[config.mk]
export PLATFORM = sky130hd
export DESIGN_NAME = MmioTimer
export DESIGN_NICKNAME = d
export VERILOG_FILES = /design/src/rtl/LsuPkg.sv /design/src/rtl/MmioTimer.sv
export SDC_FILE = /design/constraint.sdc
export NUM_CORES = 1
export LEC_CHECK = 0
export BUFFER_PORTS_ARGS = -buffer_cell sky130_fd_sc_hd__buf_4
export CAP_MARGIN = 20
export CELL_PAD_IN_SITES_DETAIL_PLACEMENT = 0
export CELL_PAD_IN_SITES_GLOBAL_PLACEMENT = 2
export CORE_ASPECT_RATIO = 1.4
export CORE_MARGIN = 5
export CORE_UTILIZATION = 31
export CTS_BUF_LIST = sky130_fd_sc_hd__clkbuf_8
export DETAILED_ROUTE_END_ITERATION = 8
export PLACE_DENSITY = 0.75
export SLEW_MARGIN = 10
export SYNTH_ARGS = -nofsm -noshare
export SYNTH_HDL_FRONTEND = slang
export SYNTH_SLANG_ARGS = --single-unit
export TNS_END_PERCENT = 1
[constraint.sdc]
create_clock -name clk -period 1.8 [get_ports clk]
set_input_delay 0.18 -clock clk [delete_from_list [all_inputs] [get_ports clk]]
set_output_delay 0.18 -clock clk [all_outputs]
set_load 0.01 [all_outputs]
[src/rtl/LsuPkg.sv]
package LsuPkg;

    localparam int TAG_W = 6;
    localparam int SQN_W = 7;      // Compared as a signed difference, so it may wrap.
    localparam int SQ_DEPTH = 8;
    localparam int RAM_WORDS = 256;

    // Addresses whose top nibble matches this value go to the timer device.
    localparam logic [3:0] MMIO_BASE = 4'hF;

    localparam logic [1:0] SIZE_BYTE = 2'd0;
    localparam logic [1:0] SIZE_HALF = 2'd1;
    localparam logic [1:0] SIZE_WORD = 2'd2;

    // Exception codes delivered by address generation.
    localparam logic [1:0] AGU_NONE = 2'd0;
    localparam logic [1:0] AGU_MISALIGN = 2'd1;
    localparam logic [1:0] AGU_ACCESS_FAULT = 2'd2;
    localparam logic [1:0] AGU_PAGE_FAULT = 2'd3;

    // Result flags reported with each load.
    localparam logic [2:0] FLAGS_NONE = 3'd0;
    localparam logic [2:0] FLAGS_LD_MA = 3'd3;
    localparam logic [2:0] FLAGS_LD_AF = 3'd4;
    localparam logic [2:0] FLAGS_LD_PF = 3'd5;

    // One data word, seen whole or as four byte lanes with lane 0 at the lowest address.
    typedef union packed {
        logic [31:0] word;
        logic [3:0][7:0] lanes;
    } MemWord;

endpackage

[src/rtl/MmioTimer.sv]
`timescale 1ns/1ps

module MmioTimer (
    input  logic        clk,
    input  logic        rst,
    input  logic        re_n,
    input  logic [3:0]  raddr,
    input  logic        we_n,
    input  logic [3:0]  waddr,
    input  logic [31:0] wdata,
    input  logic [3:0]  wmask,
    output logic [31:0] rdata,
    output logic        wbusy
);
    logic [31:0] cycles;
    logic [1:0] busyCnt;
    LsuPkg::MemWord scratch;
    LsuPkg::MemWord wdataWord;

    assign wdataWord.word = wdata;
    assign wbusy = busyCnt != 2'd0;

    always_ff @(posedge clk) begin
        if (rst) begin
            cycles <= '0;
            busyCnt <= '0;
            scratch <= '0;
        end else begin
            cycles <= cycles + 1'b1;
            if (!we_n) begin
                busyCnt <= 2'd3;  // Busy for three cycles after each write.
                if (waddr[3:2] == 2'd1) begin
                    for (int b = 0; b < 4; b++) begin
                        if (wmask[b]) scratch.lanes[b] <= wdataWord.lanes[b];
                    end
                end
            end else if (busyCnt != 2'd0) begin
                busyCnt <= busyCnt - 1'b1;
            end
        end
    end

    always_ff @(posedge clk) begin
        if (!re_n) begin
            case (raddr[3:2])
                2'd0: rdata <= cycles;
                2'd1: rdata <= scratch.word;
                2'd2: rdata <= ~scratch.word;
                default: rdata <= '0;
            endcase
        end
    end

    assert property (@(posedge clk) disable iff (rst) !we_n |-> !wbusy);

endmodule

* Word level (Yosys, flattened, before mapping)
Cells that the tools add are included.
Word-level totals: output and inout port bits 33, bits in registers 98, logic and storage cells 24
Operators by class: reductions and logical operators 6, $add $sub $neg 2, equality and inequality tests 4, bitwise logic cells 2, multiplexer cells 3
Operators by type and width (number):
- 32-bit one-hot mux with 3 select lines | 1
- 32-bit by 1-bit adder with 32-bit output, second input constant | 1
- 32-bit NOT | 1
- 3-bit AND reduction | 4
- 2-bit by 1-bit == test with 1-bit output, second input constant | 2
- 2-bit two-way mux | 2
- 2-bit == test, second input constant | 1
- 2-bit logical NOT | 1
- 2-bit by 1-bit inequality test with 1-bit output, second input constant | 1
- 2-bit nonzero test | 1
- 2-bit by 1-bit subtractor with 2-bit output, second input constant | 1
- 1-bit NOT | 1

* Depth between registers and ports, before layout
word-level depth 3, mapped depth 7, mapped depth without buffers 5

* Worst setup path after synthesis
Ideal clock, no wire load.
path type register to register, from register cycles[0], to register cycles[16], path slack -0.021 ns, arrival 1.751 ns, stages on the path, launching flop included 7, required time 1.730 ns, path buffers 1, period minus slack after synthesis 1.821 ns, path through dfxtp_1 ha_1 and2_1 clkbuf_1 nand3_1 or4_1 a21oi_1
On the way: word-level cells in the longest chain between the ends 1
RTL lines:
- from (decl) | line MmioTimer.sv:15 | logic [31:0] cycles;
- from (signal assigned) | line MmioTimer.sv:29 | cycles <= cycles + 1'b1;
- 32-bit by 1-bit adder with 32-bit output | line MmioTimer.sv:29
Every way passes these cells. A chain may end at the register's enable or synchronous reset.

* Worst setup path in the final report
from register cycles[5], to register cycles[16]
The elaborated chain is that of the path after synthesis.

==> results.cfg <==
[clock_network]
numCtsBuffers = 9
clk_latency_ns = 0.37
cts_num_sinks = 98
clk_pin_slew_ns = 0.10
ctsLongestPathBuffers = 2
tritoncts = built
htreeDepth = 3
cts-root-buf = clkbuf_8
postCtsSetupRepairBufs = 0

[worst_setup_path]
cp_max_fo = 7
r2r_end = cycles[16]
r2r_slack_ns = 0.11
endpoint_kind = flip-flop
r2r_cells = 5
worstPathArrival_ns = 2.00
cpPeakStageDelay_ns = 0.50
timing.rr.start = cycles[5]
path_cells = and4_4, buf_4, nand3_1, or4_1, a21oi_1
cp_data_required_time_ns = 2.11
critical_path.endpoint = cycles[16]
cp-start-kind = flip-flop
crit_slowest_cell = or4_1
cp-startpoint = cycles[5]
crit_type = reg2reg

[timing]
rsz0062_at_grt = false
setup_violations = 0
max_slew_margin = 0.649
slew_viol_final = 0
setup_slack_ns = 0.114
finalSetupTns_ns = 0
fin_crit_sh = 0.937
worst_pin_slew_ns = 0.527
max_freq_mhz = 593
hold_viol = 0
whs_ns = 0.0459
clock_skew_ns = 0.0119
period_minus_slack_ns = 1.69

[power]
combPwrFrac = 0.111
swShare = 0.245
p_leak_nw = 2.10
irDropWorstVdd_uv = 289
power_density_mw_per_mm2 = 739
p_switching_w = 0.00102
seqPwrFrac = 0.577
pwr-share-clk = 0.312
p_int_w = 0.00314

[final_layout]
multi_input_area_mm2 = 0.00204
n_fill_cell = 1526
nets = 669
drive_above_1_share = 0.218
area_growth_pct = 26.1
diodes = 0
seqCellArea_mm2 = 0.00229

[logic_synthesis]
synth_most_common_cell = nand2_1
yosysUniqueCellTypes = 32
synthesis.instances = 528
synth_edf_count = 32
yosys-top-cells-area = dfxtp_1 30%, edfxtp_1 22%, nand2_1 8.8%
seq_area_frac_synth = 0.512
synth.ff_latch_count = 98
synth_area_per_cell_um2 = 8.45
synthesis.area_mm2 = 0.00446
synthFlopType = dfxtp_1
async_flop_share = 0
yosys.area.top_type_share = 0.296
syn_nets = 578
synth_common_cells = 105 x nand2_1, 100 x nor2_1, 66 x dfxtp_1
yosysWarnings = 0
yosys.area.top_type = dfxtp_1

[floorplanning]
fp.dieH_um = 152
die-area_mm2 = 0.0169
core_mm2 = 0.0143
std_cell_rows = 52
pin_count = 81
start_util = 0.312
dieWidth_um = 111

[placed_design]
gp_congestion = 0.802
io_buffers = 76
hpwl_mm = 8.84
place_ws_ns = -0.00738

[detailed_routing]
detail_route.first_pass.iterations = 4
antenna_left = 0
drc = 0
drt_iter0_drc = 115
finalWirelength_mm = 12.6
vias = 3966
vias_per_cell = 4.88
wl_per_cell_um = 15.5

[global_route]
grtUsageTotal = 0.149
grt_max_degree = 48
grt-ovfl-total = 0
grt_pass1_vias = 3945
antenna_found_initial = 0
grt_pass1_wl_mm = 20.0

[min_path]
min_path_type = in2reg

[outcome]
status = completed

[run]
maxCapViolCount = 0
==> critical path, delay by kind of cell (launching register included) <==
kind | cells | cell delay, ns
flops | 1 | 0.37
simple gates | 3 | 0.94
compound gates | 1 | 0.15
buf+inv | 1 | 0.17
==> timing repair <==
action                                  CTS  global route
pin swaps                                 1             1
hold buffers                              1             0
gates cloned                              0             1
resized for setup                         2             6
endpoints found under the setup margin    3            12
hold endpoints to repair                  2             0
==> worst min path at each step <==
| stage | endpoint | start | cells after the start |
|---|---|---|---|
| after global placement | busyCnt[1] | we_n | 2 |
| after global routing | scratch[4] | wdata[4] | 3 |
| after CTS | scratch[3] | wdata[3] | 3 |
| after floorplan | busyCnt[0] | we_n | 1 |
| final | scratch[4] | wdata[4] | 3 |
| after detailed placement | busyCnt[1] | we_n | 2 |
==> area by class of cell <==
type                            count  share of cell area
Sequential cell                    98               0.406
Multi-Input combinational cell    392               0.362
Timing Repair Buffer              111               0.155
Tap cell                          189              0.0420
Clock buffer                       11              0.0269
Inverter                            7             0.00467
Clock inverter                      4             0.00267
==> routing by layer <==
layer | wire (um) | GRT usage
met1 | 5070 | 0.161
met2 | 6760 | 0.275
met3 | 391 | 0.0255
met4 | 328 | 0.0736
met5 | 0 | 0
==> stage by stage <==
step | total power (W) | utilization | cells | instance area, um2
floorplan | 0.00267 | - | 528 | 4460
global placement | 0.00291 | 0.379 | 795 | 5420
detailed placement | 0.00292 | 0.379 | 795 | 5420
CTS | 0.00423 | 0.391 | 811 | 5600
global route | 0.00436 | 0.393 | 812 | 5620
finish | 0.00415 | 0.393 | 812 | 5620
==> state kept, by name, indices dropped and copies added, names as in the netlist <==
name,count
cycles,32
rdata,32
busyCnt,2
scratch,32
==> power groups by stage <==
| stage | registers (W) | logic (W) | clock network, W |
|---|---|---|---|
| 4_1_cts | 0.00240 | 0.000472 | 0.00136 |
| 3_3_place_gp | 0.00245 | 0.000462 | 0 |
| 3_5_place_dp | 0.00245 | 0.000467 | 0 |
| 6_report | 0.00240 | 0.000461 | 0.00130 |
| 5_1_grt | 0.00241 | 0.000518 | 0.00143 |
| 2_1_floorplan | 0.00247 | 0.000201 | 0 |
==> kinds of logic (layout without fill, tap and decap cells) <==
group	after synthesis	count (layout)	synth area share
XOR/XNOR	11	11	0.0216
adder cells (fa/ha/maj)	2	2	0.00561
multiplexers	8	8	0.0191
AO/OA/AOI/OAI	99	99	0.134
buffers and inverters	39	133	0.0368
flip-flops	98	98	0.512
AND/OR/NAND/NOR	271	272	0.271
==> placed cells by master (no fill, tap or decap), types with 5 or more instances in the layout <==
master	netlist	layout
edfxtp_1	32	32
xor2_1	10	10
dfxtp_1	66	63
and4_1	7	5
o21ai_0	9	9
clkbuf_8	0	11
or3_1	8	8
nand3_1	12	12
o31ai_1	35	35
nor2_1	100	100
nor2b_1	5	5
inv_1	7	11
a21oi_1	51	51
buf_4	0	107
and2_1	8	7
nand2_1	105	105
or4_1	7	7
nand4_1	9	9
(Power assumes the default switching activity.)
