### src/rtl/LsuPkg.sv
package LsuPkg;

    localparam int TAG_W = 6;
    localparam int SQN_W = 7;      // Compared as a signed difference, so it may wrap.
    localparam int SQ_DEPTH = 8;
    localparam int RAM_WORDS = 256;

    // Addresses whose top nibble matches this value go to the timer device.
    localparam logic [3:0] MMIO_BASE = 4'hF;

    localparam logic [1:0] SIZE_BYTE = 2'd0;
    localparam logic [1:0] SIZE_HALF = 2'd1;
    localparam logic [1:0] SIZE_WORD = 2'd2;

    // Exception codes delivered by address generation.
    localparam logic [1:0] AGU_NONE = 2'd0;
    localparam logic [1:0] AGU_MISALIGN = 2'd1;
    localparam logic [1:0] AGU_ACCESS_FAULT = 2'd2;
    localparam logic [1:0] AGU_PAGE_FAULT = 2'd3;

    // Result flags reported with each load.
    localparam logic [2:0] FLAGS_NONE = 3'd0;
    localparam logic [2:0] FLAGS_LD_MA = 3'd3;
    localparam logic [2:0] FLAGS_LD_AF = 3'd4;
    localparam logic [2:0] FLAGS_LD_PF = 3'd5;

    // One data word, seen whole or as four byte lanes with lane 0 at the lowest address.
    typedef union packed {
        logic [31:0] word;
        logic [3:0][7:0] lanes;
    } MemWord;

endpackage

### src/rtl/StoreQueue.sv
`timescale 1ns/1ps

module StoreQueue (
    input  logic                     clk,
    input  logic                     rst,
    input  logic                     stValid,
    input  logic [31:0]              stAddr,
    input  logic [31:0]              stData,
    input  logic [3:0]               stWmask,
    input  logic                     commitValid,
    input  logic                     branchTaken,
    input  logic [LsuPkg::SQN_W-1:0] branchSqN,
    input  logic [31:0]              lookupAddr,
    input  logic [LsuPkg::SQN_W-1:0] lookupSqN,
    input  logic                     stStall,
    output logic                     sqFull,
    output logic [3:0]               fwdMask,
    output logic [31:0]              fwdData,
    output logic                     issueValid,
    output logic [31:0]              issueAddr,
    output logic [31:0]              issueData,
    output logic [3:0]               issueWmask
);
    localparam int PW = $clog2(LsuPkg::SQ_DEPTH);
    localparam int SW = LsuPkg::SQN_W;

    // Pointers carry one wrap bit above the index.
    logic [PW:0] head, cmt, tail, count, drop, tailNext;
    logic [SW-1:0] tailSqN, sqNNext;
    logic [PW-1:0] wrIdx;
    logic enq;

    logic [31:0] entAddr [LsuPkg::SQ_DEPTH];
    LsuPkg::MemWord entData [LsuPkg::SQ_DEPTH];
    logic [3:0] entMask [LsuPkg::SQ_DEPTH];
    logic [SW-1:0] entSqN [LsuPkg::SQ_DEPTH];

    LsuPkg::MemWord fwdWord;

    assign count = tail - head;
    assign sqFull = count == (PW+1)'(LsuPkg::SQ_DEPTH);
    assign issueValid = head != cmt;  // Only committed entries may drain.
    assign issueAddr = entAddr[head[PW-1:0]];
    assign issueData = entData[head[PW-1:0]].word;
    assign issueWmask = entMask[head[PW-1:0]];

    // A store arriving with a branch lands after the rollback and takes the restored number.
    always_comb begin
        logic [PW:0] cmtNext;
        logic [PW:0] pending;
        logic [SW-1:0] beyond;
        cmtNext = cmt + (PW+1)'(commitValid);
        pending = tail - cmtNext;
        beyond = tailSqN - branchSqN - 1'b1;
        drop = '0;
        if (branchTaken && $signed(beyond) > 0) begin
            if (beyond > SW'(pending))
                drop = pending;
            else
                drop = beyond[PW:0];
        end
        enq = stValid && !sqFull;
        wrIdx = tail[PW-1:0] - drop[PW-1:0];
        tailNext = tail - drop + (PW+1)'(enq);
        sqNNext = tailSqN - SW'(drop) + SW'(enq);
    end

    // Oldest to youngest, so the youngest matching store owns each lane.
    always_comb begin
        logic [PW-1:0] idx;
        fwdMask = '0;
        fwdWord = '0;
        for (int i = 0; i < LsuPkg::SQ_DEPTH; i++) begin
            idx = head[PW-1:0] + PW'(i);
            if ((PW+1)'(i) < count && $signed(entSqN[idx] - lookupSqN) < 0 &&
                    entAddr[idx][31:2] == lookupAddr[31:2]) begin
                for (int b = 0; b < 4; b++) begin
                    if (entMask[idx][b]) begin
                        fwdMask[b] = 1'b1;
                        fwdWord.lanes[b] = entData[idx].lanes[b];
                    end
                end
            end
        end
    end

    assign fwdData = fwdWord.word;

    always_ff @(posedge clk) begin
        if (rst) begin
            head <= '0;
            cmt <= '0;
            tail <= '0;
            tailSqN <= '0;
        end else begin
            if (issueValid && !stStall) head <= head + 1'b1;
            if (commitValid) cmt <= cmt + 1'b1;
            tail <= tailNext;
            tailSqN <= sqNNext;
        end
    end

    always_ff @(posedge clk) begin
        if (enq) begin
            entAddr[wrIdx] <= stAddr;
            entData[wrIdx].word <= stData;
            entMask[wrIdx] <= stWmask;
            entSqN[wrIdx] <= tailSqN - SW'(drop);
        end
    end

    assert property (@(posedge clk) disable iff (rst) stValid |-> !sqFull);

    assert property (@(posedge clk) disable iff (rst) commitValid |-> cmt != tail);

endmodule

### config.mk
export PLATFORM = sky130hd
export DESIGN_NAME = StoreQueue
export DESIGN_NICKNAME = d
export VERILOG_FILES = /design/src/rtl/LsuPkg.sv /design/src/rtl/StoreQueue.sv
export SDC_FILE = /design/constraint.sdc
export NUM_CORES = 2
export LEC_CHECK = 0
export ABC_CLOCK_PERIOD_IN_PS = 8800
export BUFFER_PORTS_ARGS = -buffer_cell sky130_fd_sc_hd__buf_2
export CORE_ASPECT_RATIO = 2
export CORE_UTILIZATION = 40
export CTS_CLUSTER_SIZE = 16
export DETAILED_ROUTE_END_ITERATION = 8
export PLACE_DENSITY_LB_ADDON = 0.1
export SLEW_MARGIN = 5
export SYNTH_ARGS = -nofsm -noshare
export SYNTH_HDL_FRONTEND = slang
export SYNTH_SLANG_ARGS = --single-unit
### constraint.sdc
create_clock -name clk -period 8.8 [get_ports clk]
set_input_delay 0 -clock clk [delete_from_list [all_inputs] [get_ports clk]]
set_output_delay 0 -clock clk [all_outputs]
set_load 0.01 [all_outputs]
**Word level (Yosys, flattened, before mapping)**

Memories as Yosys holds them, arrays and structs flattened. A register that Yosys moved wholly into a read port is not among the register bits.
Cells that the tools add are included.

- Output and inout port bits: 106
- RAM bits: 600
- Register bits after elaboration: 19
- Logic and storage cells: 176
- Memories kept: 4

- Equal/unequal tests: 10
- Muxes and demuxes: 92
- $add $sub $neg: 27
- Reduce and logical (&&, ||, !) cells: 21
- Order comparisons: 18

Memories:

| memory | words | bits a word | rd ports | clocked after memory_dff | write ports | line | RTL |
|---|---|---|---|---|---|---|---|
| entAddr | 8 | 32 | 8 | 1 | 1 | StoreQueue.sv:33 | `logic [31:0] entAddr [LsuPkg::SQ_DEPTH];` |
| entData | 8 | 32 | 8 | 1 | 1 | StoreQueue.sv:34 | `LsuPkg::MemWord entData [LsuPkg::SQ_DEPTH];` |
| entSqN | 8 | 7 | 8 | 1 | 1 | StoreQueue.sv:36 | `logic [SW-1:0] entSqN [LsuPkg::SQ_DEPTH];` |
| entMask | 8 | 4 | 8 | 1 | 1 | StoreQueue.sv:35 | `logic [3:0] entMask [LsuPkg::SQ_DEPTH];` |

Operators with widths:

| kind | count |
|---|---|
| 32-bit two-way mux | 8 |
| 8-bit two-way mux | 32 |
| 30-bit == test | 8 |
| 7-bit subtractor | 9 |
| 7-bit by 1-bit less-than comparator with 1-bit output (second input constant) | 8 |
| 4-bit two-way mux | 10 |
| 1-bit two-way mux | 34 |
| 3-bit two-way mux | 8 |
| 1-bit logical AND | 19 |
| 3-bit by 4-bit less-than comparator with 1-bit output (first input constant) | 4 |
| 3-bit adder (second input constant) | 4 |
| 4-bit subtractor | 3 |
| 4-bit by 1-bit adder with 4-bit output | 2 |
| 4-bit by 1-bit adder with 4-bit output (second input constant) | 2 |
| 1-bit by 4-bit less-than comparator with 1-bit output (first input constant) | 2 |
| 2-bit by 4-bit less-than comparator with 1-bit output (first input constant) | 2 |
| 7-bit by 1-bit adder with 7-bit output | 1 |
| 7-bit by 1-bit > comparator with 1-bit output (second input constant) | 1 |
| 7-bit by 4-bit > comparator with 1-bit output | 1 |
| 7-bit by 1-bit subtractor with 7-bit output (second input constant) | 1 |
| 7-bit by 4-bit subtractor with 7-bit output | 1 |
| 3-bit by 2-bit adder with 3-bit output (second input constant) | 2 |
| 4-bit == test (second input constant) | 1 |
| 4-bit != test | 1 |
| other kinds (3) | 4 |

**Longest topological paths before layout**

- Depth in word-level cells: 19
- Mapped depth: 37
- Mapped depth without buffers: 24

**Worst setup path after synthesis**

No wires, ideal clock.

- Path kind: register -> register
- From: reg cmt[0]
- To: mem entAddr[1][0], enable pin
- Cell stages (with the launch flop): 20
- Data required time: 8.199 ns
- Setup time: 0.601 ns
- Arrival time: 8.833 ns
- Slack: -0.633 ns
- Path through: dfxtp_1 inv_1 fa_1 fa_1 inv_1 ha_1 nor2b_1 o21ai_0 nand2b_1 a21oi_1 a41o_1 nand4_1 nor2_1 a21oi_1 nor2b_1 ha_1 inv_1 fa_1 xor2_1 nor3_1

- Word-level cells in the longest chain between the ends: 6

RTL lines:

| what | line | RTL |
|---|---|---|
| start: declaration | StoreQueue.sv:28 | `logic [PW:0] head, cmt, tail, count, drop, tailNext;` |
| start signal: assignment | StoreQueue.sv:97 | `if (commitValid) cmt <= cmt + 1'b1;` |
| 4-bit by 1-bit adder with 4-bit output (*) | StoreQueue.sv:52 | `cmtNext = cmt + (PW+1)'(commitValid);` |
| 4-bit subtractor (*) | StoreQueue.sv:53 | `pending = tail - cmtNext;` |
| 7-bit by 4-bit > comparator with 1-bit output | StoreQueue.sv:57 | `if (beyond > SW'(pending))` |
| 4-bit two-way mux (*) | StoreQueue.sv:57 |  |
| 4-bit two-way mux (*) | StoreQueue.sv:56 | `if (branchTaken && $signed(beyond) > 0) begin` |
| 3-bit subtractor (*) | StoreQueue.sv:63 | `wrIdx = tail[PW-1:0] - drop[PW-1:0];` |
| end: declaration | StoreQueue.sv:33 |  |

Mark *: on every way between the ends. The rest lies on a longest branch, timed or not.

**Worst setup path after layout**

- From: reg head[1]
- To: out fwdData[15]

- Word-level cells in the longest chain between the ends: 19
- Elaborated cells on any way between the ends: 72
- Those cells by class: add/sub (15); order compare (15); eq/ne (7); mux (15); reduce/logical (16); memory (4)

RTL lines:

| what | line | RTL |
|---|---|---|
| start: declaration | StoreQueue.sv:28 |  |
| start signal: assignment | StoreQueue.sv:96 | `if (issueValid && !stStall) head <= head + 1'b1;` |
| 3-bit by 1-bit adder with 3-bit output / 4-bit subtractor (equally long branches) | StoreQueue.sv:74, StoreQueue.sv:40 |  |
| memory 8 x 7 bit / 1-bit by 4-bit less-than comparator with 1-bit output (equally long branches) | - |  |
| 7-bit subtractor / 1-bit logical AND (equally long branches) | StoreQueue.sv:75 | `if ((PW+1)'(i) < count && $signed(entSqN[idx] - lookupSqN) < 0 &&` |
| 7-bit by 1-bit less-than comparator with 1-bit output / 1-bit logical AND (equally long branches) | StoreQueue.sv:75 |  |
| 1-bit logical AND / 32-bit two-way mux (equally long branches) | StoreQueue.sv:75 |  |
| 1-bit logical AND / 8-bit two-way mux (equally long branches) | StoreQueue.sv:75, StoreQueue.sv:78 |  |
| 32-bit two-way mux | StoreQueue.sv:75 |  |
| 8-bit two-way mux | StoreQueue.sv:78 | `if (entMask[idx][b]) begin` |
| (+3 left out) | - |  |
| 8-bit two-way mux | StoreQueue.sv:78 |  |
| 32-bit two-way mux | StoreQueue.sv:75 |  |
| 8-bit two-way mux | StoreQueue.sv:78 |  |
| 32-bit two-way mux | StoreQueue.sv:75 |  |
| 8-bit two-way mux | StoreQueue.sv:78 |  |
| 32-bit two-way mux | StoreQueue.sv:75 |  |
| 8-bit two-way mux | StoreQueue.sv:78 |  |
| 32-bit two-way mux (*) | StoreQueue.sv:75 |  |
| end: declaration | StoreQueue.sv:18 | `output logic [31:0] fwdData,` |

Marks and branches as above.

==> results.tsv <==
stage	metric	value	unit
status	status	finished clean	
synthesis	synthCells	4126	
die	rows	191	
final_layout	drive_gt1_share	31.1	%
synthesis	async_reset_ff_share	0	%
placed_design	dp_hpwl	161	mm
drt	ant_nets	0	
setup_path	arrival	7.94	ns
power_and_ir_drop	p_leak	19.4	nW
final_layout	area_growth	10.4	%
setup_path	worstSetupPathType	flip-flop to output pin	
setup_path	start_kind	flip-flop	
job	cap_violations	0	
sta	max_freq	126	MHz
die	die_w	263	um
grt	overflow	0	
setup_path	crit_required	8.80	ns
min_path	hp-class	input pin to flip-flop	
clocking	cts_setup_buffers	0	
synthesis	ys_types	112	
clocking	cts.sinks	622	
grt	grt_max_degree	110	
synthesis	syn_area	54500	um^2
synthesis	yosys_warnings	0	
setup_path	critPathMaxFanout	46	
clocking	clock_latency	0.69	ns
synthesis	ys_top_cells_by_count	mux4_2, edfxtp_1, mux2i_1, nand2_1, xnor2_1	
clocking	clk_pin_slew	0.06	ns
drt	vias_per_cell	6.84	
synthesis	seq_area_frac_synth	33.8	%
drt	vias	41600	
drt	initialDrtViolationCount	3551	
grt	antenna_found_initial	15	
drt	wl_per_cell	37.3	um
placed_design	place_congestion	1.06	
final_layout	final_nets	4472	
die	io_pins	226	
die	die-area	138000	um^2
grt	grt_pass1_wl	318	mm
sta	tightest_slew	1.40	ns
synthesis	synth_top_area_share	33.0	%
setup_path	end_kind	output pin	
drt	drcViolationCount	0	
power_and_ir_drop	ir_drop	292	uV
clocking	cts_made_buffers	67	
sta	period_needed	7.94	ns
sta	slew_headroom	5.62	%
sta	setup-tns-final	0	ns
synthesis	syn-num-nets	4325	
drt	dr.pass1.iters	5	
clocking	cts_tree	yes	
synthesis	ys_ff_latch	622	
clocking	cts.path.max_buffers	3	
clocking	htreeDepth	3	
synthesis	synth-main-ff-cell	edfxtp_1	
grt	first_global_vias	41700	
die	coreArea	135000	um^2
placed_design	io_buffer_count	223	
clocking	ctsResizeCount	0	
clocking	root_buffer	clkbuf_16	
synthesis	synthMostInstantiatedCell	mux4_2	
synthesis	synth.avg_cell_area	13.2	um^2
sta	finalHoldViolCount	0	
sta	post-route-period-util	90.2	%
synthesis	yosys.area.top_type	edfxtp_1	
final_layout	post-route-util	44.5	%
sta	drv_slew	0	
synthesis	yosys-top-cells-area	edfxtp_1, mux4_2, mux2i_1	
power_and_ir_drop	p_per_area	314	nW/um^2
die	die_h	524	um
sta	setup-violations-final	0	
sta	fin_skew	0.0220	ns
grt	track_usage	32.7	%
die	start_util	40.3	%
sta	rsz0062_at_grt	false	
synthesis	synth_edf_count	600	
drt	wl	227	mm
cell families after synthesis:
family,after synthesis,synth area share (%)
adders and majority gates,79,1.91
buffers and inverters,428,4.27
DFF,622,33.8
and+or+nand+nor,902,8.29
muxes,1271,39.8
xor gates and xnor gates,252,4.11
AOI/OAI and AO/OA,572,7.82
cell usage in the layout, fill, tap and decap left out, types with 48 or more instances in the layout:
master	instances
mux4_2	694
edfxtp_1	600
mux2i_1	446
nand2_1	371
buf_2	223
xnor2_1	202
nor2_1	130
mux2_2	120
buf_4	108
a21oi_1	83
dlygate4sd3_1	74
ha_1	70
clkbuf_16	67
inv_1	65
and2_1	65
a22oi_1	55
o21ai_0	53
o22ai_1	48
area by class of cell:
| cell class | count | area, um^2 |
|---|---|---|
| well taps | 1737 | 2170 |
| repair buffers | 427 | 3110 |
| clock buffers | 84 | 1760 |
| multi-input cells | 3076 | 33900 |
| clock inverters | 39 | 444 |
| inverters | 79 | 300 |
| flip-flops and latches | 622 | 18500 |
| diodes | 17 | 42.5 |
| fillers | 12400 | 75000 |
critical path, stage by stage (launching register included):
cell       delay (ns)
dfxtp_4          0.87
inv_4            0.22
ha_4             0.93
buf_12           0.32
buf_4            0.32
mux4_2           0.42
mux2i_1          0.19
xnor2_1          0.13
nor4_1           1.13
nand4_1          0.31
nor4_2           0.35
buf_4            0.27
nand2_1          0.40
and3_1           0.54
o2bb2ai_1        0.22
a31oi_1          0.28
buf_2            0.20
repair_timing:
| action | in CTS | in global routing |
|---|---|---|
| setup endpoints to repair | 0 | 0 |
| hold buffers | 74 | 0 |
| endpoints found under the hold margin | 566 | 0 |
worst paths after layout:
check | start | slack, ns | cells after the start | end
setup / recovery | head[1] | 0.86 | 16 | fwdData[15]
setup reg to reg | cmt[0] | 2.43 | 21 | entAddr[6][17]
hold / removal | stAddr[3] | 0.11 | 2 | entAddr[7][3]
hold reg to reg | cmt[3] | 0.58 | 2 | cmt[3]
report_power, final:
group | leakage (nW) | switching, W | internal [W] | total [W]
clock network | 1.07 | 0.00133 | 0.00162 | 0.00296
registers | 5.63 | 0.000946 | 0.00431 | 0.00526
logic | 12.7 | 0.00624 | 0.00446 | 0.0107
per-layer routing:
layer  vias up  part of all wire [%]  track usage [%]  routed length (um)
li1      17300                     -                -                   -
met1     21800                    33             33.7               74900
met2      1945                    52             59.5              119000
met3       581                   5.9             5.23               13300
met4         4                   8.8             24.4               20100
met5         -                0.0088                0                  20
state kept, by name (all words and copies together) (netlist names), named ones only:
register / count
entAddr: 256
entData: 256
entSqN: 56
entMask: 32
tailSqN: 7
cmt: 4
head: 4
tail: 4
metrics by stage:
stage / hold slack (ns) / setup slack (ns) / std cells / total power, W / area, um^2
CTS: 0.0859 / 0.957 / 6064 / 0.0189 / 60200
global placement: 0.270 / 1.73 / 5867 / 0.0158 / 57200
floorplan: 0.0989 / 0.674 / 4126 / 0.0121 / 54600
detailed placement: 0.270 / 1.70 / 5867 / 0.0158 / 57200
global route: 0.117 / 0.685 / 6068 / 0.0196 / 60200
finish: 0.115 / 0.862 / 6081 / 0.0189 / 60200
Note: power is estimated with default switching activity, not from simulation.
