--- config.mk ---
export PLATFORM = sky130hd
export DESIGN_NAME = LoadStoreUnit
export DESIGN_NICKNAME = d
export VERILOG_FILES = /design/src/rtl/LsuPkg.sv /design/src/rtl/LoadStoreUnit.sv
export SDC_FILE = /design/constraint.sdc
export NUM_CORES = 1
export LEC_CHECK = 0
export ABC_CLOCK_PERIOD_IN_PS = 5900
export BUFFER_PORTS_ARGS = -buffer_cell sky130_fd_sc_hd__buf_4
export CAP_MARGIN = 25
export CORE_AREA = 2 2 165 167
export CTS_BUF_LIST = sky130_fd_sc_hd__clkbuf_16
export DETAILED_ROUTE_END_ITERATION = 8
export DIE_AREA = 0 0 167 169
export HOLD_SLACK_MARGIN = 0.05
export MAX_ROUTING_LAYER = met4
export PLACE_DENSITY = 0.64
export RECOVER_POWER = 50
export SLEW_MARGIN = 20
export SYNTH_ARGS = -nofsm -noshare
export SYNTH_HDL_FRONTEND = slang
export SYNTH_SLANG_ARGS = --single-unit
export TNS_END_PERCENT = 10
--- constraint.sdc ---
create_clock -name clk -period 5.9 [get_ports clk]
set_input_delay 1.18 -clock clk [delete_from_list [all_inputs] [get_ports clk]]
set_output_delay 1.18 -clock clk [all_outputs]
set_load 0.05 [all_outputs]
--- src/rtl/LsuPkg.sv ---
package LsuPkg;

    localparam int TAG_W = 6;
    localparam int SQN_W = 7;      // Compared as a signed difference, so it may wrap.
    localparam int SQ_DEPTH = 8;
    localparam int RAM_WORDS = 256;

    // Addresses whose top nibble matches this value go to the timer device.
    localparam logic [3:0] MMIO_BASE = 4'hF;

    localparam logic [1:0] SIZE_BYTE = 2'd0;
    localparam logic [1:0] SIZE_HALF = 2'd1;
    localparam logic [1:0] SIZE_WORD = 2'd2;

    // Exception codes delivered by address generation.
    localparam logic [1:0] AGU_NONE = 2'd0;
    localparam logic [1:0] AGU_MISALIGN = 2'd1;
    localparam logic [1:0] AGU_ACCESS_FAULT = 2'd2;
    localparam logic [1:0] AGU_PAGE_FAULT = 2'd3;

    // Result flags reported with each load.
    localparam logic [2:0] FLAGS_NONE = 3'd0;
    localparam logic [2:0] FLAGS_LD_MA = 3'd3;
    localparam logic [2:0] FLAGS_LD_AF = 3'd4;
    localparam logic [2:0] FLAGS_LD_PF = 3'd5;

    // One data word, seen whole or as four byte lanes with lane 0 at the lowest address.
    typedef union packed {
        logic [31:0] word;
        logic [3:0][7:0] lanes;
    } MemWord;

endpackage

--- src/rtl/LoadStoreUnit.sv ---
`timescale 1ns/1ps

module LoadStoreUnit (
    input  logic                                  clk,
    input  logic                                  rst,
    input  logic                                  branchTaken,
    input  logic [LsuPkg::SQN_W-1:0]              branchSqN,
    input  logic                                  ldValid,
    input  logic [31:0]                           ldAddr,
    input  logic [1:0]                            ldSize,
    input  logic                                  ldSignExtend,
    input  logic [LsuPkg::TAG_W-1:0]              ldTag,
    input  logic [LsuPkg::SQN_W-1:0]              ldSqN,
    input  logic [1:0]                            ldException,
    input  logic [3:0]                            fwdMask,
    input  logic [31:0]                           fwdData,
    input  logic                                  issueValid,
    input  logic [31:0]                           issueAddr,
    input  logic [31:0]                           issueData,
    input  logic [3:0]                            issueWmask,
    input  logic [31:0]                           ramRdata,
    input  logic [31:0]                           mmioRdata,
    input  logic                                  mmioWbusy,
    output logic                                  stStall,
    output logic                                  ramRe_n,
    output logic [$clog2(LsuPkg::RAM_WORDS)-1:0]  ramRaddr,
    output logic                                  ramWe_n,
    output logic [$clog2(LsuPkg::RAM_WORDS)-1:0]  ramWaddr,
    output logic [31:0]                           ramWdata,
    output logic [3:0]                            ramWmask,
    output logic                                  mmioRe_n,
    output logic [3:0]                            mmioRaddr,
    output logic                                  mmioWe_n,
    output logic [3:0]                            mmioWaddr,
    output logic [31:0]                           mmioWdata,
    output logic [3:0]                            mmioWmask,
    output logic [31:0]                           lookupAddr,
    output logic [LsuPkg::SQN_W-1:0]              lookupSqN,
    output logic                                  resValid,
    output logic [31:0]                           resData,
    output logic [LsuPkg::TAG_W-1:0]              resTag,
    output logic [LsuPkg::SQN_W-1:0]              resSqN,
    output logic [2:0]                            resFlags
);
    localparam int RAM_AW = $clog2(LsuPkg::RAM_WORDS);

    logic ldIsMmio, stIsMmio;
    logic ldDrop, s0Drop, s1Drop;
    logic ldKeep, s0Keep, fastPath, doRead;

    logic s0Valid, s0Sext, s0Mmio;
    logic [1:0] s0Off, s0Size, s0Exc;
    logic [LsuPkg::TAG_W-1:0] s0Tag;
    logic [LsuPkg::SQN_W-1:0] s0SqN;
    logic [3:0] s0Mask;
    LsuPkg::MemWord s0Fwd;

    logic s1Valid, s1Sext;
    logic [1:0] s1Off, s1Size, s1Exc;
    logic [LsuPkg::TAG_W-1:0] s1Tag;
    logic [LsuPkg::SQN_W-1:0] s1SqN;
    LsuPkg::MemWord s1Word;

    LsuPkg::MemWord fwdWord, readWord, mergedWord;

    assign ldIsMmio = ldAddr[31:28] == LsuPkg::MMIO_BASE;
    assign stIsMmio = issueAddr[31:28] == LsuPkg::MMIO_BASE;

    // A load is dropped when it is younger than the mispredicted branch.
    assign ldDrop = branchTaken && $signed(ldSqN - branchSqN) > 0;
    assign s0Drop = branchTaken && $signed(s0SqN - branchSqN) > 0;
    assign s1Drop = branchTaken && $signed(s1SqN - branchSqN) > 0;

    assign ldKeep = ldValid && !ldDrop;
    assign s0Keep = s0Valid && !s0Drop;
    assign fastPath = ldKeep && fwdMask == 4'b1111 && !s0Keep;  // Skips stage 0.
    assign doRead = ldKeep && fwdMask != 4'b1111;

    assign lookupAddr = ldAddr;
    assign lookupSqN = ldSqN;
    assign fwdWord.word = fwdData;

    assign ramRaddr = ldAddr[2 +: RAM_AW];
    assign mmioRaddr = ldAddr[3:0];
    assign ramWaddr = issueAddr[2 +: RAM_AW];
    assign ramWdata = issueData;
    assign ramWmask = issueWmask;
    assign mmioWaddr = issueAddr[3:0];
    assign mmioWdata = issueData;
    assign mmioWmask = issueWmask;

    always_comb begin
        ramRe_n = !(doRead && !ldIsMmio);
        mmioRe_n = !(doRead && ldIsMmio);
        stStall = 1'b0;
        ramWe_n = 1'b1;
        mmioWe_n = 1'b1;
        if (issueValid) begin
            if (stIsMmio) begin
                stStall = mmioWbusy;
                mmioWe_n = mmioWbusy;
            end else if (!ramRe_n && ldAddr[31:2] == issueAddr[31:2]) begin
                // Never read and write the same RAM word on one edge.
                stStall = 1'b1;
            end else begin
                ramWe_n = 1'b0;
            end
        end
    end

    // Forwarded lanes win over the lanes read from memory.
    always_comb begin
        readWord.word = s0Mmio ? mmioRdata : ramRdata;
        mergedWord = readWord;
        for (int b = 0; b < 4; b++) begin
            if (s0Mask[b]) mergedWord.lanes[b] = s0Fwd.lanes[b];
        end
    end

    always_ff @(posedge clk) begin
        if (rst) begin
            s0Valid <= 1'b0;
            s1Valid <= 1'b0;
        end else begin
            s0Valid <= ldKeep && !fastPath;
            s1Valid <= s0Keep || fastPath;
        end
    end

    always_ff @(posedge clk) begin
        if (ldValid) begin
            s0Off <= ldAddr[1:0];
            s0Size <= ldSize;
            s0Sext <= ldSignExtend;
            s0Tag <= ldTag;
            s0SqN <= ldSqN;
            s0Exc <= ldException;
            s0Mmio <= ldIsMmio;
            s0Mask <= fwdMask;
            s0Fwd <= fwdWord;
        end
        if (fastPath) begin
            s1Word <= fwdWord;
            s1Off <= ldAddr[1:0];
            s1Size <= ldSize;
            s1Sext <= ldSignExtend;
            s1Tag <= ldTag;
            s1SqN <= ldSqN;
            s1Exc <= ldException;
        end else if (s0Valid) begin
            s1Word <= mergedWord;
            s1Off <= s0Off;
            s1Size <= s0Size;
            s1Sext <= s0Sext;
            s1Tag <= s0Tag;
            s1SqN <= s0SqN;
            s1Exc <= s0Exc;
        end
    end

    always_comb begin
        logic [31:0] shifted;
        shifted = s1Word.word >> {s1Off, 3'b000};
        case (s1Size)
            LsuPkg::SIZE_BYTE: resData = {{24{s1Sext & shifted[7]}}, shifted[7:0]};
            LsuPkg::SIZE_HALF: resData = {{16{s1Sext & shifted[15]}}, shifted[15:0]};
            LsuPkg::SIZE_WORD: resData = shifted;
            default: resData = shifted;
        endcase
    end

    always_comb begin
        case (s1Exc)
            LsuPkg::AGU_MISALIGN: resFlags = LsuPkg::FLAGS_LD_MA;
            LsuPkg::AGU_ACCESS_FAULT: resFlags = LsuPkg::FLAGS_LD_AF;
            LsuPkg::AGU_PAGE_FAULT: resFlags = LsuPkg::FLAGS_LD_PF;
            default: resFlags = LsuPkg::FLAGS_NONE;
        endcase
    end

    assign resValid = s1Valid && !s1Drop;  // A branch in the output cycle still kills it.
    assign resTag = s1Tag;
    assign resSqN = s1SqN;

    assert property (@(posedge clk) disable iff (rst) !(!ramRe_n && !mmioRe_n));

    // A load flushed on arrival must not show up as a result one cycle later.
    assert property (@(posedge clk) disable iff (rst)
        (ldValid && ldDrop) |=> !(resValid && resTag == $past(ldTag)));

endmodule

Word level (Yosys, flattened, before mapping)
Index checks and enable logic that the tools add are counted.

word-level totals
  register bits after elaboration = 111
  word-level logic and storage cells = 88

operators by class
  $add $sub $neg = 3
  order comparisons = 3
  eq/ne operators = 9
  shifts and indexed selects = 1
  muxes and demuxes = 28
  bitwise operators = 2
  reduce and logical (&&, ||, !) cells = 24

operators with widths
  kind                                                                   count
  32-bit two-way mux                                                     3
  32-bit one-hot mux with 2 select lines                                 1
  8-bit two-way mux                                                      4
  32-bit by 5-bit >> shifter with 32-bit output                          1
  30-bit equality test                                                   1
  7-bit by 1-bit > comparator with 1-bit output, second input constant   3
  7-bit subtractor                                                       3
  7-bit two-way mux                                                      2
  1-bit logical AND                                                      13
  4-bit equality test, second input constant                             3
  2-bit two-way mux                                                      6
  6-bit two-way mux                                                      2
  1-bit two-way mux                                                      9
  3-bit one-hot mux with 3 select lines                                  1
  1-bit logical NOT                                                      8
  2-bit by 1-bit equality test with 1-bit output, second input constant  2
  2-bit equality test, second input constant                             2
  4-bit != test, second input constant                                   1
  1-bit bitwise AND                                                      2
  2-bit logical NOT                                                      1
  2-bit nonzero test                                                     1
  1-bit logical OR                                                       1

Depth between registers and ports, before layout
Gate-level depths: netlist of the first run.

  depth in word-level cells = 11
  depth in mapped cells = 12
  depth with buffers taken out = 10

Worst setup path before layout of the first run
Ideal clock, no wire load.

  path kind = input to output
  start point = in ldSqN[0] (netlist name)
  end point = out stStall
  arrival = 3,798 ps
  slack = 922 ps
  cell stages on the path = 10
  path buffers = 0
  cells stage by stage = inv_1 > ha_1 > inv_1 > fa_1 > a21o_1 > a221oi_1 > nor2_1 > o32ai_1 > nand4_1 > a21boi_0

between the ends
  word-level cells in the longest chain between the ends = 11

RTL lines
  item                                           RTL line              text
  from (decl)                                    LoadStoreUnit.sv:13   input logic [LsuPkg::SQN_W-1:0] ldSqN,
  7-bit subtractor                               LoadStoreUnit.sv:70   assign ldDrop = branchTaken && $signed(ldSqN - branchSqN) > 0;
  7-bit by 1-bit > comparator with 1-bit output  LoadStoreUnit.sv:70
  1-bit logical AND                              LoadStoreUnit.sv:70
  1-bit logical NOT                              LoadStoreUnit.sv:74   assign ldKeep = ldValid && !ldDrop;
  1-bit logical AND                              LoadStoreUnit.sv:74
  1-bit logical AND                              LoadStoreUnit.sv:77   assign doRead = ldKeep && fwdMask != 4'b1111;
  1-bit logical AND                              LoadStoreUnit.sv:93   ramRe_n = !(doRead && !ldIsMmio);
  1-bit logical AND                              LoadStoreUnit.sv:102  end else if (!ramRe_n && ldAddr[31:2] == issueAddr[31:2]) begin
  1-bit two-way mux                              LoadStoreUnit.sv:102
  1-bit two-way mux                              LoadStoreUnit.sv:99   if (stIsMmio) begin
  1-bit two-way mux                              LoadStoreUnit.sv:98   if (issueValid) begin
  to (decl)                                      LoadStoreUnit.sv:24   output logic stStall,

Every way passes these cells.

Worst setup path after layout of the first run
Ends and elaborated chain as after synthesis.

==> run metrics, run 1 <==
CTS H-tree lvls=3; initial cell density of the core=29.3%; initial antenna violation count=2; final setup TNS=0 ns; share of layout cells above drive strength 1=39.0%; Die Y-Extent=169 um; Finished Core Util=35.7%; final critical-path share of the clock period=83.2%; kind of capture point of the worst setup path=primary output; Synth Warn #=0; WL/cell=21.1 um; post-place setup slack=0.873 ns; GRT Util Overall=17.9%; TritonCTS clock tree=built; die footprint=0.0282 mm2; Slew @ Worst Pin=3.60 ns; routed wire length=25.4 mm; I/O pin total=420; leakage component of the power=4.13 nW; average cell area after synthesis=11.2 um2; 1st-iter DRT viols=339; most frequent cells in the layout=239 x buf_4, 109 x edfxtp_1, 54 x nand2_1; failing checks=max-capacitance violations, max-slew violations; total of fill cells in the finished design=2703; Cell Area, Synth=0.00777 mm2; maximum achievable frequency=204 MHz; crit start category=input port; result of the run=finished, violations left; commonest non-fill, non-tap cell in the layout=buf_4; Arr. time, crit path=3.73 ns; maximum number of pins on one net before global-route repair=57; Hold-fix buffers, CTS=0; minimum setup slack in the final design=0.994 ns; total power per unit cell area=242 mW/mm2; Mapped Cells=691; max-cap violation count=1; worst setup skew after layout=0.0129 ns; worst rel slew slack=-140%; area of combinational cells with multiple inputs=0.00320 mm2; flip-flop cell with the highest count after synthesis=edfxtp_1; fin crit period=4.91 ns; largest fanout on the critical path=3; port bufs=307; DR vias=5732; peak ir drop on the vdd network=136 uV; total of cells resized after clock tree synthesis=0; number of clock buffers inserted by TritonCTS=9; number of nets still failing antenna checks after routing=0; WS Path Type=input port to primary output; buffer count from post-CTS setup fixing=0; EDFF count, synth=109; GPL Wtd Cong=0.873; class of the tightest hold or removal check=register to register; number of placement rows=60; synthesized net count=943; Die Wd=167 um; sum of net half-perimeters after detailed placement=20.6 mm; maximum buffer depth of the clock tree=2; Seq cells post-synth=111; sequential-to-total area share from yosys stat=42.6%; grt total ovfl=0; wire length of the first global-routing pass=36.1 mm; number of global-route vias before repair=5981; fraction of registers with async set or reset after synthesis=0%; number of max-slew violations in the final report=57; Final Hold Fails=0; Std-Cell Core Area=0.0265 mm2; number of vias per cell after detailed routing=4.76; total number of nets in the final design=1109; unrepaired setup endpoints after global routing=no; sequential cell area in the final layout=0.00331 mm2; data required time at the worst endpoint=4.72 ns; number of distinct library cells after synthesis=52; later-pin clock latency in the skew report=0.36 ns; clock tree root driver cell=clkbuf_16; drt pass-1 iters=4; detailed-route DRC error count=0; count of final setup violators=0; clock-pin slew on the worst setup and hold paths=0.07 ns; clock sink count=111; layout overhead on the synthesized area=21.8%
[through the flow]
| stage | cell area, um2 | hold slack [ns] | power (W) | std cells |
|---|---|---|---|---|
| 2_1_floorplan | 7770 | 0.523 | 0.00159 | 691 |
| 3_3_place_gp | 9370 | 0.529 | 0.00172 | 1187 |
| 3_5_place_dp | 9370 | 0.535 | 0.00173 | 1187 |
| 4_1_cts | 9650 | 0.548 | 0.00234 | 1203 |
| 5_1_grt | 9470 | 0.562 | 0.00240 | 1205 |
| 6_report | 9470 | 0.545 | 0.00229 | 1205 |
[power by group]
group	switching (W)	internal, W
Clock	0.000313	0.000294
Sequential	0.0000423	0.000942
Combinational	0.000418	0.000281
[area by class of cell]
cell class | count | share of cell area [%]
sequential | 111 | 35.0
multi-input combinational | 402 | 33.8
timing repair buffer | 314 | 22.9
tap | 341 | 4.51
clock buffer | 9 | 2.38
inverter | 19 | 0.753
clock inverter | 7 | 0.582
antenna | 2 | 0.0529
[synthesized netlist by cell type (all sizes together) (2+ instances only)]
library cell | instances | area, um2
buf | 144 | 1140
edfxtp | 109 | 3270
nand2 | 54 | 203
mux2 | 51 | 758
mux2i | 51 | 510
o21ai | 51 | 255
xnor2 | 28 | 245
a21oi | 26 | 130
inv | 19 | 71.3
ha | 18 | 225
nor2 | 18 | 67.6
clkbuf | 15 | 56.3
nor2b | 11 | 68.8
nand4 | 10 | 62.6
a211oi | 9 | 67.6
nand2b | 8 | 50.1
xor2 | 8 | 70.1
nor4 | 7 | 43.8
nand3 | 6 | 30.0
a21o | 4 | 30.0
nor3 | 4 | 20.0
and2 | 3 | 21.3
and4 | 3 | 26.3
fa | 3 | 60.1
nand3b | 3 | 22.5
o2111ai | 3 | 26.3
a221oi | 2 | 23.8
dfxtp | 2 | 40.0
nor3b | 2 | 15.0
o21a | 2 | 15.0
o2bb2ai | 2 | 17.5
[per-layer routing]
metal | GRT usage (%) | routed length (um)
met2 | 36.0 | 14800
met1 | 16.2 | 8190
met5 | - | 0
met3 | 3.55 | 1500
met4 | 7.12 | 883
[worst paths after layout]
| path | startpoint | slack [ns] | end | cells after the start |
|---|---|---|---|---|
| worst max-delay path | ldSqN[0] | 0.99 | stStall | 12 |
| worst min-delay path | s0Size[0] | 0.55 | s1Size[0] | 1 |
| worst max register to register | s0SqN[0] | 2.14 | s1Word[16] | 10 |
| worst min register to register | s0Size[0] | 0.55 | s1Size[0] | 1 |
[critical path, stage by stage]
cell,delay [ns]
clkbuf_1,0.11
inv_1,0.08
ha_1,0.15
inv_1,0.05
fa_1,0.41
a21o_1,0.19
nand3_1,0.10
a211oi_1,0.09
o32ai_1,0.64
nand4_1,0.22
a21boi_0,0.26
buf_4,0.24
[state kept, by name (all words and copies together), names as in the netlist]
signal   flops
s0Tag        6
resTag       6
resSqN       7
s1Valid      1
s1Sext       1
s1Word      32
s0Exc        2
s1Off        2
s1Exc        2
s0Mask       4
s0SqN        7
s0Sext       1
s0Fwd       32
s0Off        2
s0Valid      1
s0Size       2
s1Size       2
s0Mmio       1
[logic make-up after synthesis]
logic type	count (synthesis)	synth area share [%]
compound gates	110	8.57
xor+xnor	36	4.06
fa+ha+maj	21	3.67
buf+inv	178	16.3
flops	111	42.6
mux	102	16.3
simple gates	133	8.49
(Power assumes the default switching activity.)
==> run 2: changes to the inputs <==
- ABC_CLOCK_PERIOD_IN_PS: 5900 -> 5100
- clock period: 5.9 -> 5.1 ns (I/O delays scaled with it)
==> run metrics, run 2 (synthesis results as in run 1) <==
result of the run=finished, violations left; failing checks=max-capacitance violations, max-slew violations; Internal Dissipation=0.00175 W (+15%); number of nets still failing antenna checks after routing=0 (unchanged); crit start category=input port; final setup TNS=0 ns (unchanged); Sequential Power Share=43.3% (+0.3 points); TritonCTS clock tree=built; total of cells resized after clock tree synthesis=0 (unchanged); detailed-route DRC error count=0 (unchanged); Std-Cell Core Area=0.0265 mm2 (unchanged); data required time at the worst endpoint=4.08 ns (-0.64 ns); kind of capture point of the worst setup path=primary output; worst setup skew after layout=0.0118 ns (-0.00107 ns); clock-pin slew on the worst setup and hold paths=0.08 ns (about the same); filler-free cell count of the finished design=1210 (+0.41%); drt pass-1 iters=4 (unchanged); maximum number of pins on one net before global-route repair=35 (-39%); largest registers in the final layout=s0Fwd: 32 flops, s1Word: 32 flops; wire length of the first global-routing pass=35.2 mm (-2.6%); 1st-iter DRT viols=220 (-35%); Final Hold Fails=0 (unchanged); die footprint=0.0282 mm2 (unchanged); share of power burned in combinational logic=30.8% (+0.3 points); port bufs=307 (unchanged); top layer used by detailed routing=met4; Arr. time, crit path=3.31 ns (-0.42 ns); metal1 wirelength=8.50 mm (+3.8%); share of layout cells above drive strength 1=39.3% (+0.28 points); I/O pin total=420 (unchanged); worst-path cell chain=clkbuf_1, inv_1, ha_1, inv_1, fa_1, a21o_1, a221oi_1, nor2_1, o32ai_1, buf_4, nand4_1, a21boi_0, buf_4; leakage component of the power=4.15 nW (+0.55%); GPL Wtd Cong=0.854 (-2.2%); grt total ovfl=0 (unchanged); later-pin clock latency in the skew report=0.35 ns (about the same); switching power=0.000880 W (+14%); stage delay of the slowest cell on the critical path=0.41 ns (-0.23 ns); Die Wd=167 um (unchanged); Hold-fix buffers, CTS=0 (unchanged); initial antenna violation count=3 (+1); layout overhead on the synthesized area=22.4%; Slew @ Worst Pin=2.49 ns (-1.10 ns); switching portion of total power=33.5% (-0.30 points); final critical-path share of the clock period=84.8%; capturing point of the worst reg2reg path=s1Word[1]; Worst R2R Start=s0SqN[0]; peak ir drop on the vdd network=128 uV (-6.2%); unrepaired setup endpoints after global routing=no; Routed met3 length=1.46 mm (-3.1%); DR vias=5671 (-1.1%); total of fill cells in the finished design=2680 (-0.85%); total power per unit cell area=276 mW/mm2 (+14%); total placed cells including tap cells=1191 (+0.34%); GRT Util Overall=17.6% (-0.33 points); WL/cell=20.9 um (-0.63%); total design power=0.00263 W (+15%); number of global-route vias before repair=5678 (-5.1%); most frequent cells in the layout=243 x buf_4, 109 x edfxtp_1, 54 x nand2_1; worst rel slew slack=-66.1% (+74 points); Die Y-Extent=169 um (unchanged); maximum buffer depth of the clock tree=2 (unchanged); sum of net half-perimeters after detailed placement=20.7 mm (+0.40%); hold path startpoint=s0Sext; clock tree root driver cell=clkbuf_16; largest fanout on the critical path=3 (unchanged); number of placement rows=60 (unchanged); number of max-slew violations in the final report=35 (-39%); reg2reg setup slack=1.79 ns (-0.35 ns); routed wire length=25.3 mm (-0.22%); Reg2Reg Depth=10 (unchanged); max-cap violation count=1 (unchanged); number of vias per cell after detailed routing=4.69 (-1.5%); count of final setup violators=0 (unchanged); CTS H-tree lvls=3 (unchanged); maximum achievable frequency=231 MHz; WS Path Type=input port to primary output; Cells on Worst Hold Path=1 (unchanged); buffer count from post-CTS setup fixing=0 (unchanged); share of total power in the clock network=25.9% (-0.6 points); Met2 Wirelength=14.7 mm (-0.32%); class of the tightest hold or removal check=register to register; number of clock buffers inserted by TritonCTS=9 (unchanged); fin crit period=4.33 ns; cell with the largest stage delay on the worst path=fa_1; initial cell density of the core=29.3% (unchanged); total number of nets in the final design=1113 (+0.36%); clock sink count=111 (unchanged); commonest non-fill, non-tap cell in the layout=buf_4; terminating pin of the worst hold path=s1Sext
run 2: worst max path at each step:
| stage | startpoint | to | slack, ns |
|---|---|---|---|
| after global routing | ldSqN[0] | stStall | 0.47 |
| after CTS | ldSqN[0] | stStall | 0.73 |
| after floorplan | ldSqN[0] | stStall | 0.44 |
| after detailed placement | ldSqN[0] | stStall | 0.74 |
| after global placement | ldSqN[0] | stStall | 0.85 |
| final | ldSqN[0] | stStall | 0.77 |
run 2: per-layer routing:
layer | GRT usage (%) | vias to the layer above
li1 | - | 2712
met2 | 35.5 | 239
met1 | 16.5 | 2678
met4 | 5.66 | 0
met5 | - | -
met3 | 3.25 | 42
run 2: power by group through the flow:
stage	clock network [W]	logic, W	registers [W]
final	0.000680	0.000811	0.00114
after detailed placement	0	0.000839	0.00116
after global routing	0.000736	0.000863	0.00115
after floorplan	0	0.000683	0.00115
after CTS	0.000704	0.000841	0.00114
after global placement	0	0.000829	0.00116
run 2: worst max-delay path: cells and delay by family:
family,cells,cell delay (ns)
adder cells (fa/ha/maj),2,0.58
AO/OA/AOI/OAI,4,0.84
buffers and inverters,5,0.66
AND/OR/NAND/NOR,2,0.20
run 2: final cells by class:
type	instances	area [um2]	area share (%)
multi-input cells	402	3200	33.7
repair buffers	318	2220	23.3
well taps	341	427	4.49
diodes	3	7.51	0.0789
inverters	19	71.3	0.750
flip-flops and latches	111	3310	34.8
clock buffers	9	225	2.37
clock inverters	7	50.0	0.526
run 2: metrics by stage:
step / utilization (%) / setup WS [ns] / hold slack [ns] / area (um2)
2_1_floorplan: - / 0.442 / 0.523 / 7770
3_3_place_gp: 35.5 / 0.854 / 0.529 / 9410
3_5_place_dp: 35.5 / 0.739 / 0.533 / 9410
4_1_cts: 36.6 / 0.733 / 0.550 / 9690
5_1_grt: 35.9 / 0.471 / 0.562 / 9510
6_report: 35.9 / 0.775 / 0.546 / 9510
==> run 3: changes to the inputs <==
- ABC_CLOCK_PERIOD_IN_PS: 5100 -> 4250
- clock period: 5.1 -> 4.25 ns (I/O delays scaled with it)
==> run metrics, run 3 (synthesis results as in run 1) <==
number of vias per cell after detailed routing=4.66 (-0.59%); final setup TNS=0 ns (unchanged); crit path launch=ldSqN[0]; capturing point of the worst reg2reg path=s1Word[19]; maximum achievable frequency=252 MHz; number of placement rows=60 (unchanged); CTS H-tree lvls=3 (unchanged); Finished Core Util=36.0% (+0.12 points); number of clock buffers inserted by TritonCTS=9 (unchanged); Reg2Reg Depth=10 (unchanged); clock sink count=111 (unchanged); minimum setup slack in the final design=0.287 ns (-0.488 ns); layout overhead on the synthesized area=22.8%; reg2reg setup slack=0.97 ns (-0.82 ns); most repeated library cell on the critical path=inv_1; data required time at the worst endpoint=3.40 ns (-0.68 ns); smallest hold slack=0.553 ns (+0.00739 ns); final critical-path share of the clock period=93.3%; number of max-slew violations in the final report=0 (-100%); worst setup skew after layout=0.0142 ns (+0.00238 ns); worst rel slew slack=5.41% (+72 points); clock tree root driver cell=clkbuf_16; largest registers in the final layout=s0Fwd: 32 flops, s1Word: 32 flops; grt total ovfl=0 (unchanged); Arr. time, crit path=3.11 ns (-0.20 ns); Cells on Worst Hold Path=1 (unchanged); initial cell density of the core=29.3% (unchanged); total power per unit cell area=333 mW/mm2 (+20%); share of layout cells above drive strength 1=39.4% (+0.12 points); Hold-fix buffers, CTS=0 (unchanged); DR vias=5647 (-0.42%); Final Hold Fails=0 (unchanged); buffer count from post-CTS setup fixing=0 (unchanged); count of final setup violators=0 (unchanged); GRT Util Overall=17.6% (+0.087 points); crit start category=input port; detailed-route DRC error count=0 (unchanged); maximum number of pins on one net before global-route repair=47 (+34%); number of nets still failing antenna checks after routing=0 (unchanged); Die Wd=167 um (unchanged); post-place setup slack=0.171 ns (-0.568 ns); GPL Wtd Cong=0.854 (about the same); initial antenna violation count=5 (+2); max-cap violation count=0 (-1); Std-Cell Core Area=0.0265 mm2 (unchanged); Slew @ Worst Pin=1.42 ns (-1.07 ns); terminating pin of the worst hold path=s1Size[0]; port bufs=307 (unchanged); WS Path Type=input port to primary output; later-pin clock latency in the skew report=0.35 ns (about the same); commonest non-fill, non-tap cell in the layout=buf_4; class of the tightest hold or removal check=register to register; Die Y-Extent=169 um (unchanged); clock-pin slew on the worst setup and hold paths=0.08 ns (about the same); cell with the largest stage delay on the worst path=fa_1; peak ir drop on the vdd network=147 uV (+15%); most frequent cells in the layout=239 x buf_4, 109 x edfxtp_1, 54 x nand2_1; wire length of the first global-routing pass=35.4 mm (+0.65%); kind of capture point of the worst setup path=primary output; unrepaired setup endpoints after global routing=no; instance area after placement=0.00944 mm2 (+0.27%); drt pass-1 iters=4 (unchanged); fin crit period=3.96 ns; stage delay of the slowest cell on the critical path=0.42 ns (about the same); sum of net half-perimeters after detailed placement=20.6 mm (-0.49%); WL/cell=20.8 um (-0.41%); post-layout instance area=0.00954 mm2 (+0.34%); number of global-route vias before repair=5742 (+1.1%); die footprint=0.0282 mm2 (unchanged); Worst R2R Start=s0SqN[0]; 1st-iter DRT viols=259 (+18%); TritonCTS clock tree=built; total number of nets in the final design=1113 (unchanged); total of cells resized after clock tree synthesis=0 (unchanged); largest fanout on the critical path=3 (unchanged); routed wire length=25.3 mm (-0.24%); worst-path cell chain=clkbuf_1, inv_1, ha_1, inv_1, fa_1, a21o_1, nand3_1, a211oi_1, o32ai_1, nand4_1, a21boi_1, buf_4; leakage component of the power=4.16 nW (+0.28%); result of the run=completed; I/O pin total=420 (unchanged); maximum buffer depth of the clock tree=2 (unchanged); hold path startpoint=s0Size[0]
[run 3: changes by cell type in the layout (fill, tap and decap cells not counted), moves of 2 or more]
cell      previous run  this run
clkbuf_4            25        27
diode_2              3         5
buf_12               1         3
buf_4              243       239
[run 3: report_power, final]
| part | leakage (nW) | internal, W | switching, W |
|---|---|---|---|
| Sequential | 1.06 | 0.00131 | 0.0000547 |
| Combinational | 2.97 | 0.000394 | 0.000584 |
| Clock | 0.136 | 0.000402 | 0.000434 |
| Total | 4.16 | 0.00210 | 0.00107 |
[run 3: through the flow]
| step | cells | total power (W) |
|---|---|---|
| 2_1_floorplan | 691 | 0.00220 |
| 3_3_place_gp | 1191 | 0.00239 |
| 3_5_place_dp | 1191 | 0.00240 |
| 4_1_cts | 1207 | 0.00324 |
| 5_1_grt | 1212 | 0.00331 |
| 6_report | 1212 | 0.00317 |
[run 3: worst max-delay path: cells and delay by family]
| kind | cells | cell delay (ns) |
|---|---|---|
| compound gates | 4 | 0.88 |
| fa+ha+maj | 2 | 0.58 |
| buf+inv | 4 | 0.46 |
| simple gates | 2 | 0.33 |
[run 3: how the worst max path moves through the flow]
stage                     slack, ns      end
after floorplan                0.31  stStall
after global placement         0.23  stStall
after detailed placement       0.17  stStall
after CTS                      0.17  stStall
after global routing           0.06  stStall
final                          0.29  stStall
[run 3: layout make-up]
| class | instances | area (um2) |
|---|---|---|
| clock buffer | 9 | 225 |
| inverter | 19 | 71.3 |
| timing repair buffer | 318 | 2240 |
| tap | 341 | 427 |
| multi-input combinational | 402 | 3200 |
| clock inverter | 7 | 51.3 |
| antenna | 5 | 12.5 |
| fill | 2684 | 17000 |
| sequential | 111 | 3310 |
[run 3: routing by layer]
metal / vias to the layer above / GRT usage, % / part of all wire, %
li1: 2704 / - / -
met1: 2658 / 16.3 / 34
met3: 55 / 3.58 / 5.8
met4: 0 / 7.57 / 3.3
met2: 230 / 34.8 / 57
met5: - / - / 0
